<file path="src/design/itim_pkg.sv">
`default_nettype none

package itim_pkg;

  // Controller states
  typedef enum logic [2:0] {
    IDLE,
    LOOKUP,
    REFILL,
    BYPASS,
    FENCE
  } itim_state_e;

  // APB byte offsets
  localparam logic [3:0] reg_ctrl_addr   = 4'h0;
  localparam logic [3:0] reg_status_addr = 4'h4;
  localparam logic [3:0] reg_hit_addr    = 4'h8;
  localparam logic [3:0] reg_refill_addr = 4'hC;

  // Default geometry, 16 lines of 4 words
  localparam int def_index_bits      = 4;
  localparam int def_line_words_log2 = 2;

endpackage

`default_nettype wire

</file>
<file path="src/design/itim_array.sv">
`default_nettype none

module itim_array #(
  parameter int width      = 32,
  parameter int depth_log2 = 4
) (
  input  logic                  clk,
  input  logic                  wen,
  input  logic [depth_log2-1:0] waddr,
  input  logic [width-1:0]      wdata,
  input  logic [depth_log2-1:0] raddr,
  output logic [width-1:0]      rdata
);

  logic [width-1:0] mem [0:2**depth_log2-1];

  always_ff @(posedge clk) begin
    if (wen) begin
      mem[waddr] <= wdata;
    end
    rdata <= mem[raddr]; // Old value on same-index collision
  end

endmodule

`default_nettype wire

</file>
<file path="src/design/itim_ctrl.sv">
`default_nettype none

module itim_ctrl #(
  parameter int index_bits      = itim_pkg::def_index_bits,
  parameter int line_words_log2 = itim_pkg::def_line_words_log2
) (
  input  logic clk,
  input  logic rst,

  input  logic enable,
  input  logic fence_start,
  output logic fence_busy,
  output logic hit_event,
  output logic refill_event,

  input  logic        fetch_valid,
  input  logic [31:0] fetch_addr,
  output logic [31:0] fetch_rdata,
  output logic        fetch_ready,

  output logic        mem_valid,
  output logic [31:0] mem_addr,
  input  logic [31:0] mem_rdata,
  input  logic        mem_ready,

  output logic [index_bits-1:0]                    tag_raddr,
  output logic [index_bits-1:0]                    tag_waddr,
  output logic                                     tag_wen,
  output logic [30-index_bits-line_words_log2-1:0] tag_wdata,
  input  logic [30-index_bits-line_words_log2-1:0] tag_rdata,

  output logic [index_bits-1:0]               data_raddr,
  output logic [index_bits-1:0]               data_waddr,
  output logic                                data_wen,
  output logic [32*(2**line_words_log2)-1:0]  data_wdata,
  input  logic [32*(2**line_words_log2)-1:0]  data_rdata,

  output logic [index_bits-1:0] lock_raddr,
  output logic [index_bits-1:0] lock_waddr,
  output logic                  lock_wen,
  output logic                  lock_wdata,
  input  logic                  lock_rdata
);

  import itim_pkg::*;

  localparam int tag_bits  = 30 - index_bits - line_words_log2;
  localparam int line_bits = 32 * (2 ** line_words_log2);
  localparam int idx_lo    = line_words_log2 + 2;
  localparam int tag_lo    = index_bits + line_words_log2 + 2;

  itim_state_e state;

  logic [31:0]                req_addr;
  logic [line_words_log2-1:0] refill_cnt;
  logic                       refill_done;
  logic [line_bits-1:0]       line_buf;
  logic [index_bits-1:0]      fence_idx;
  logic                       fence_pend;

  logic [tag_bits-1:0]        req_tag;
  logic [index_bits-1:0]      req_idx;
  logic [line_words_log2-1:0] req_word;
  logic [index_bits-1:0]      fetch_idx;

  logic mem_fire;
  logic lookup_hit;
  logic refill_write;

  // Address split
  assign req_tag   = req_addr[31:tag_lo];
  assign req_idx   = req_addr[tag_lo-1:idx_lo];
  assign req_word  = req_addr[idx_lo-1:2];
  assign fetch_idx = fetch_addr[tag_lo-1:idx_lo];

  assign mem_fire     = mem_valid & mem_ready;
  assign lookup_hit   = (state == LOOKUP) & lock_rdata & (tag_rdata == req_tag);
  assign refill_write = (state == REFILL) & refill_done;

  assign fence_busy   = (state == FENCE);
  assign hit_event    = lookup_hit;
  assign refill_event = refill_write;

  // Arrays are read with the incoming index, sampled in IDLE
  assign tag_raddr  = fetch_idx;
  assign data_raddr = fetch_idx;
  assign lock_raddr = fetch_idx;

  assign tag_waddr  = req_idx;
  assign tag_wen    = refill_write;
  assign tag_wdata  = req_tag;

  assign data_waddr = req_idx;
  assign data_wen   = refill_write;
  assign data_wdata = line_buf;

  // Lock array is shared by refill and the fence sweep
  assign lock_waddr = fence_busy ? fence_idx : req_idx;
  assign lock_wen   = refill_write | fence_busy;
  assign lock_wdata = ~fence_busy;

  always_comb begin
    fetch_ready = 1'b0;
    fetch_rdata = '0;
    case (state)
      LOOKUP: begin
        fetch_ready = lookup_hit;
        fetch_rdata = data_rdata[32*req_word +: 32];
      end
      REFILL: begin
        fetch_ready = refill_done;
        fetch_rdata = line_buf[32*req_word +: 32];
      end
      BYPASS: begin
        fetch_ready = mem_fire; // Word goes straight through
        fetch_rdata = mem_rdata;
      end
      default: begin
        fetch_ready = 1'b0;
      end
    endcase
  end

  always_ff @(posedge clk) begin
    if (!rst) begin
      state       <= FENCE; // Lock bits unknown until swept
      fence_idx   <= '0;
      fence_pend  <= 1'b0;
      mem_valid   <= 1'b0;
      refill_cnt  <= '0;
      refill_done <= 1'b0;
    end else begin
      if (fence_start && state != IDLE) begin
        fence_pend <= 1'b1;
      end
      case (state)
        IDLE: begin
          if (fence_start || fence_pend) begin
            state      <= FENCE;
            fence_idx  <= '0;
            fence_pend <= 1'b0;
          end else if (fetch_valid) begin
            if (enable) begin
              state <= LOOKUP;
            end else begin
              state     <= BYPASS;
              mem_valid <= 1'b1;
            end
          end
        end
        LOOKUP: begin
          if (lookup_hit) begin
            state <= IDLE;
          end else if (!lock_rdata) begin
            state       <= REFILL;
            mem_valid   <= 1'b1;
            refill_cnt  <= '0;
            refill_done <= 1'b0;
          end else begin
            state     <= BYPASS; // Locked line of another tag stays
            mem_valid <= 1'b1;
          end
        end
        REFILL: begin
          if (refill_done) begin
            state       <= IDLE;
            refill_done <= 1'b0;
          end else if (mem_fire) begin
            refill_cnt <= refill_cnt + 1'b1;
            if (&refill_cnt) begin
              mem_valid   <= 1'b0;
              refill_done <= 1'b1;
            end
          end
        end
        BYPASS: begin
          if (mem_fire) begin
            mem_valid <= 1'b0;
            state     <= IDLE;
          end
        end
        FENCE: begin
          fence_idx <= fence_idx + 1'b1;
          if (&fence_idx) begin
            state <= IDLE;
          end
        end
        default: begin
          state <= IDLE;
        end
      endcase
    end
  end

  // Request address, backing address and line buffer
  always_ff @(posedge clk) begin
    case (state)
      IDLE: begin
        req_addr <= fetch_addr;
        mem_addr <= fetch_addr;
      end
      LOOKUP: begin
        if (!lock_rdata) begin
          mem_addr <= {req_addr[31:idx_lo], {idx_lo{1'b0}}}; // Line aligned
        end
      end
      REFILL: begin
        if (mem_fire) begin
          line_buf[32*refill_cnt +: 32] <= mem_rdata;
          mem_addr                      <= mem_addr + 32'd4;
        end
      end
      default: begin
        mem_addr <= mem_addr;
      end
    endcase
  end

  a_mem_addr_stable: assert property (
    @(posedge clk) disable iff (!rst)
    mem_valid && !mem_ready |=> mem_valid && $stable(mem_addr)
  );

  a_ready_needs_valid: assert property (
    @(posedge clk) disable iff (!rst)
    fetch_ready |-> fetch_valid
  );

  a_single_event: assert property (
    @(posedge clk) disable iff (!rst)
    !(hit_event && refill_event)
  );

endmodule

`default_nettype wire

</file>
<file path="src/design/itim_regs.sv">
`default_nettype none

module itim_regs (
  input  logic        clk,
  input  logic        rst,

  input  logic        psel,
  input  logic        penable,
  input  logic        pwrite,
  input  logic [3:0]  paddr,
  input  logic [31:0] pwdata,
  output logic [31:0] prdata,
  output logic        pready,
  output logic        pslverr,

  output logic        enable,
  output logic        fence_start,
  input  logic        fence_busy,
  input  logic        hit_event,
  input  logic        refill_event
);

  import itim_pkg::*;

  logic        access;
  logic        wr_en;
  logic        mapped;
  logic [31:0] hit_count;
  logic [31:0] refill_count;

  assign access  = psel & penable;
  assign wr_en   = access & pwrite;
  assign pready  = 1'b1; // No wait states
  assign mapped  = paddr inside {reg_ctrl_addr, reg_status_addr, reg_hit_addr, reg_refill_addr};
  assign pslverr = access & ~mapped;

  always_ff @(posedge clk) begin
    if (!rst) begin
      enable      <= 1'b1;
      fence_start <= 1'b0;
    end else begin
      fence_start <= wr_en && (paddr == reg_ctrl_addr) && pwdata[1]; // Self clearing
      if (wr_en && paddr == reg_ctrl_addr) begin
        enable <= pwdata[0];
      end
    end
  end

  // Any write clears a counter
  always_ff @(posedge clk) begin
    if (!rst) begin
      hit_count    <= '0;
      refill_count <= '0;
    end else begin
      if (wr_en && paddr == reg_hit_addr) begin
        hit_count <= '0;
      end else if (hit_event) begin
        hit_count <= hit_count + 32'd1;
      end
      if (wr_en && paddr == reg_refill_addr) begin
        refill_count <= '0;
      end else if (refill_event) begin
        refill_count <= refill_count + 32'd1;
      end
    end
  end

  always_comb begin
    case (paddr)
      reg_ctrl_addr:   prdata = {31'd0, enable};
      reg_status_addr: prdata = {31'd0, fence_busy};
      reg_hit_addr:    prdata = hit_count;
      reg_refill_addr: prdata = refill_count;
      default:         prdata = '0;
    endcase
  end

  // Access phase follows a setup phase
  a_slverr_in_access: assert property (
    @(posedge clk) disable iff (!rst)
    pslverr |-> psel && penable && $past(psel && !penable)
  );

endmodule

`default_nettype wire

</file>
<file path="src/design/itim_top.sv">
`default_nettype none

module itim_top #(
  parameter int index_bits      = itim_pkg::def_index_bits,
  parameter int line_words_log2 = itim_pkg::def_line_words_log2
) (
  input  logic        clk,
  input  logic        rst,

  input  logic        fetch_valid,
  input  logic [31:0] fetch_addr,
  output logic [31:0] fetch_rdata,
  output logic        fetch_ready,

  output logic        mem_valid,
  output logic [31:0] mem_addr,
  input  logic [31:0] mem_rdata,
  input  logic        mem_ready,

  input  logic        psel,
  input  logic        penable,
  input  logic        pwrite,
  input  logic [3:0]  paddr,
  input  logic [31:0] pwdata,
  output logic [31:0] prdata,
  output logic        pready,
  output logic        pslverr
);

  localparam int tag_bits  = 30 - index_bits - line_words_log2;
  localparam int line_bits = 32 * (2 ** line_words_log2);

  logic enable;
  logic fence_start;
  logic fence_busy;
  logic hit_event;
  logic refill_event;

  logic [index_bits-1:0] tag_raddr;
  logic [index_bits-1:0] tag_waddr;
  logic                  tag_wen;
  logic [tag_bits-1:0]   tag_wdata;
  logic [tag_bits-1:0]   tag_rdata;

  logic [index_bits-1:0] data_raddr;
  logic [index_bits-1:0] data_waddr;
  logic                  data_wen;
  logic [line_bits-1:0]  data_wdata;
  logic [line_bits-1:0]  data_rdata;

  logic [index_bits-1:0] lock_raddr;
  logic [index_bits-1:0] lock_waddr;
  logic                  lock_wen;
  logic                  lock_wdata;
  logic                  lock_rdata;

  itim_regs u_itim_regs (
    .clk          (clk),
    .rst          (rst),
    .psel         (psel),
    .penable      (penable),
    .pwrite       (pwrite),
    .paddr        (paddr),
    .pwdata       (pwdata),
    .prdata       (prdata),
    .pready       (pready),
    .pslverr      (pslverr),
    .enable       (enable),
    .fence_start  (fence_start),
    .fence_busy   (fence_busy),
    .hit_event    (hit_event),
    .refill_event (refill_event)
  );

  itim_ctrl #(
    .index_bits      (index_bits),
    .line_words_log2 (line_words_log2)
  ) u_itim_ctrl (
    .clk          (clk),
    .rst          (rst),
    .enable       (enable),
    .fence_start  (fence_start),
    .fence_busy   (fence_busy),
    .hit_event    (hit_event),
    .refill_event (refill_event),
    .fetch_valid  (fetch_valid),
    .fetch_addr   (fetch_addr),
    .fetch_rdata  (fetch_rdata),
    .fetch_ready  (fetch_ready),
    .mem_valid    (mem_valid),
    .mem_addr     (mem_addr),
    .mem_rdata    (mem_rdata),
    .mem_ready    (mem_ready),
    .tag_raddr    (tag_raddr),
    .tag_waddr    (tag_waddr),
    .tag_wen      (tag_wen),
    .tag_wdata    (tag_wdata),
    .tag_rdata    (tag_rdata),
    .data_raddr   (data_raddr),
    .data_waddr   (data_waddr),
    .data_wen     (data_wen),
    .data_wdata   (data_wdata),
    .data_rdata   (data_rdata),
    .lock_raddr   (lock_raddr),
    .lock_waddr   (lock_waddr),
    .lock_wen     (lock_wen),
    .lock_wdata   (lock_wdata),
    .lock_rdata   (lock_rdata)
  );

  itim_array #(
    .width      (tag_bits),
    .depth_log2 (index_bits)
  ) u_tag_array (
    .clk   (clk),
    .wen   (tag_wen),
    .waddr (tag_waddr),
    .wdata (tag_wdata),
    .raddr (tag_raddr),
    .rdata (tag_rdata)
  );

  // One full line per entry
  itim_array #(
    .width      (line_bits),
    .depth_log2 (index_bits)
  ) u_data_array (
    .clk   (clk),
    .wen   (data_wen),
    .waddr (data_waddr),
    .wdata (data_wdata),
    .raddr (data_raddr),
    .rdata (data_rdata)
  );

  itim_array #(
    .width      (1),
    .depth_log2 (index_bits)
  ) u_lock_array (
    .clk   (clk),
    .wen   (lock_wen),
    .waddr (lock_waddr),
    .wdata (lock_wdata),
    .raddr (lock_raddr),
    .rdata (lock_rdata)
  );

endmodule

`default_nettype wire

</file>
<file path="config.mk">
export PLATFORM = sky130hd
export DESIGN_NAME = itim_top
export DESIGN_NICKNAME = d
export VERILOG_FILES = /design/src/design/itim_pkg.sv /design/src/design/itim_array.sv /design/src/design/itim_ctrl.sv /design/src/design/itim_regs.sv /design/src/design/itim_top.sv
export SDC_FILE = /design/constraint.sdc
export NUM_CORES = 2
export LEC_CHECK = 0
export BUFFER_PORTS_ARGS = -buffer_cell sky130_fd_sc_hd__buf_2
export CORE_UTILIZATION = 55
export DETAILED_ROUTE_END_ITERATION = 6
export MAX_ROUTING_LAYER = met4
export PLACE_DENSITY = 0.71
export SLEW_MARGIN = 15
export SYNTH_ARGS = -nofsm -noshare
export SYNTH_HDL_FRONTEND = slang
export SYNTH_SLANG_ARGS = --single-unit
</file>
<file path="constraint.sdc">
create_clock -name clk -period 14.7 [get_ports clk]
set_clock_uncertainty 0.1 [all_clocks]
set_input_delay 1.47 -clock clk [delete_from_list [all_inputs] [get_ports clk]]
set_output_delay 1.47 -clock clk [all_outputs]
set_load 0.02 [all_outputs]
</file>
==> results.md <==
* Status: completed
* Sequential fraction of the synthesis area at 0.7680
* Post_cts resized at 0
* Placer Congestion at 0.8126
* Worst EP arrival at 4.66 ns
* Post-route ant nets at 0
* Max-cap violations at 0
* Vias per cell at 6.496
* Slew at the pin closest to its max-slew limit at 1.185 ns
* Worst setup EP type: primary output
* Post-synthesis register bit count at 2869
* Drc violations at 0
* Cells on worst reg2reg path at 7
* Register area at 83840 µm²
* Die footprint at 200300 µm²
* Syn. warnings at 0
* Layout fillers at 13000
* RSZ-0062 raised after global routing: false
* Final wirelength at 257.4 mm
* Synth async-reset ratio at 0
* Minimum clock period at 6.234 ns
* Via count at 52200
* Clock transition at path regs at 0.06 ns
* Max Root-Sink Buffers at 4
* Initial antenna violation count at 25
* CP startpoint: u_itim_ctrl.state[1]
* Post-synthesis cell area at 109200 µm²
* Min-delay worst type: flip-flop to flip-flop
* F_max at 160.4 MHz
* Mean Syn Cell Area at 22.56 µm²
* Setup crit start kind: flip-flop
* Vias in the first global route at 52070
* Area occupied by multi-input gates at 24380 µm²
* LEAKAGE at 33.21 nW
* Most common cell after layout, fill and taps aside: edfxtp_1
* Synthesized Nets at 4957
* Pwr Density at 134.8 nW/µm²
* Worst Path Required at 13.13 ns
* Postcts setup bufs at 0
* Cell count of the worst hold path at 2
* R2R setup slack at 9.78 ns
* Worst skew pair latency at 0.93 ns
* Layout overhead on the synthesized area at 12.78%
* IO buf count at 175
* Maximum vdd drop at 0.1321 mV
* Hold path startpoint: u_itim_regs.hit_count[30]
* R2r endpoint: u_data_array.mem[7][126]
* Initial Util at 0.5536
* Drt wl/cell at 32.03 µm
* Final Power at 16.60 mW
* Core area at 197200 µm²
* Setup tns final at 0 ns
* Overall die height at 447.5 µm
* Synth Instances at 4840
* Die Span X at 447.5 µm
* Final setup vio count at 0
* WS Path Type: flip-flop to primary output
* Hold EP: u_itim_regs.hit_count[30]
* Hold Slack at 0.3925 ns
* Synth Flop Type: edfxtp_1
* Final net count at 5282
* Pin count of the biggest net entering global routing at 114
* Crit share post-route at 0.4241
* CTS root buf: clkbuf_16
* TritonCTS clock tree: built
* Worst reg2reg startpoint: u_itim_ctrl.state[1]
* Most frequent cells in the layout: 2638 x edfxtp_1, 830 x mux4_2, 305 x clkbuf_16
* First drt pass iteration count at 6
* Post-synth EDFFs at 2638
* Ports at 207
* Sink Count at 2869
* Critical-path maximum fanout at 29
* Global route overflow at 0
* Starting DRC count in detailed routing at 6523
* # hold bufs at CTS at 0
* Final core utilization at 0.6243
* H-Tree Depth at 5
* FP Rows at 163
* Final Hold Vio Count at 0
* Slew Limit Headroom at 0.2098
* Max Slew Vio Count at 0
* Post-DP HPWL at 122.7 mm
* Layout cells sized above 1 at 0.2929
* Global-route wire length before repair at 368.8 mm
* Synth cell types at 57
* CTS buffer count at 297
* Total GRT Usage at 0.2681
[per-stage QoR]
| step | worst slack (ns) | instances | area, µm² |
|---|---|---|---|
| after floorplan | 2.085 | 4840 | 109200 |
| after global placement | 8.773 | 7506 | 113500 |
| after detailed placement | 8.755 | 7506 | 113500 |
| after CTS | 8.522 | 8025 | 123100 |
| after global routing | 8.422 | 8031 | 123100 |
| final | 8.466 | 8036 | 123100 |
[flip-flops by register name (all words and copies together), names as in the netlist, 2 cells and up]
signal,cells
u_data_array.mem,2048
u_data_array.rdata,128
u_itim_ctrl.data_wdata,128
u_itim_ctrl.fence_idx,4
u_itim_ctrl.mem_addr,32
u_itim_ctrl.refill_cnt,2
u_itim_ctrl.req_addr,30
u_itim_ctrl.state,3
u_itim_regs.hit_count,32
u_itim_regs.refill_count,32
u_lock_array.mem,16
u_tag_array.mem,384
u_tag_array.rdata,24
[cells by family after synthesis]
kind of cell / Yosys count / synth area share
simple gates: 527 / 0.02707
xor+xnor: 81 / 0.006498
compound gates: 213 / 0.01235
flops: 2869 / 0.7680
mux: 867 / 0.1746
buf+inv: 272 / 0.01031
other cells: 1 / 0.00003435
fa+ha+maj: 10 / 0.001146
[per-layer routing]
metal  routed length [µm]  track usage  share of wire
met5                    0            -              0
met1                97400       0.3622           0.38
met4                10300       0.1054          0.040
met3                24430      0.04798          0.095
met2               125300       0.4109           0.49
[synthesized netlist by cell type, types with 2 or more instances]
cell	count	area, µm²
edfxtp_1	2638	79220
mux4_2	830	18690
dfxtp_1	231	4624
clkbuf_1	154	578.1
and2_1	143	894.6
nor2_1	93	349.1
nand2_1	92	345.3
buf_2	81	405.4
o21ai_0	74	370.4
xor2_1	59	516.8
a21oi_1	42	210.2
nand3_1	41	205.2
mux2i_1	37	370.4
nand4_1	34	212.7
or4_1	29	217.7
a22o_1	28	245.2
nor3_1	26	130.1
o31ai_1	26	195.2
a22oi_1	25	187.7
xnor2_1	22	192.7
buf_1	21	78.83
and3_1	15	93.84
and4_1	15	131.4
inv_1	13	48.80
ha_1	10	125.1
a31oi_1	6	37.54
nor4_2	6	75.07
nor3b_1	5	37.54
nand2b_1	4	25.02
or2_2	4	25.02
a221o_1	3	30.03
nor4_4	3	63.81
or3_1	3	18.77
clkinv_1	2	7.510
nand4_2	2	25.02
nor4_1	2	12.51
[worst max-delay path, cell delays in order (launching register included)]
cell	delay, ns
dfxtp_1	0.61
nor3b_2	0.27
buf_4	0.57
buf_4	0.78
mux4_2	0.46
mux2i_1	0.41
o21ai_0	0.34
buf_2	0.27
[how the worst max path moves through the flow]
stage / to / cells after the start
2_1_floorplan: u_data_array.mem[3][0] / 7
3_3_place_gp: u_data_array.rdata[32] / 6
3_5_place_dp: u_data_array.rdata[0] / 6
4_1_cts: fetch_rdata[27] / 7
5_1_grt: fetch_rdata[27] / 7
6_report: fetch_rdata[27] / 7
[power by group]
part / internal [mW] / switching (mW)
Combinational: 0.160 / 0.182
Clock: 4.48 / 2.98
Sequential: 8.79 / 0.00861
Total: 13.4 / 3.17
[area by class of cell]
cell class | instances | area share
inverters | 15 | 0.0004573
repair buffers | 283 | 0.01534
well taps | 2640 | 0.02683
diodes | 11 | 0.0002236
multi-input cells | 1699 | 0.1980
clock buffers | 398 | 0.06677
flip-flops and latches | 2869 | 0.6809
clock inverters | 121 | 0.01143
(Power assumes the default switching activity.)
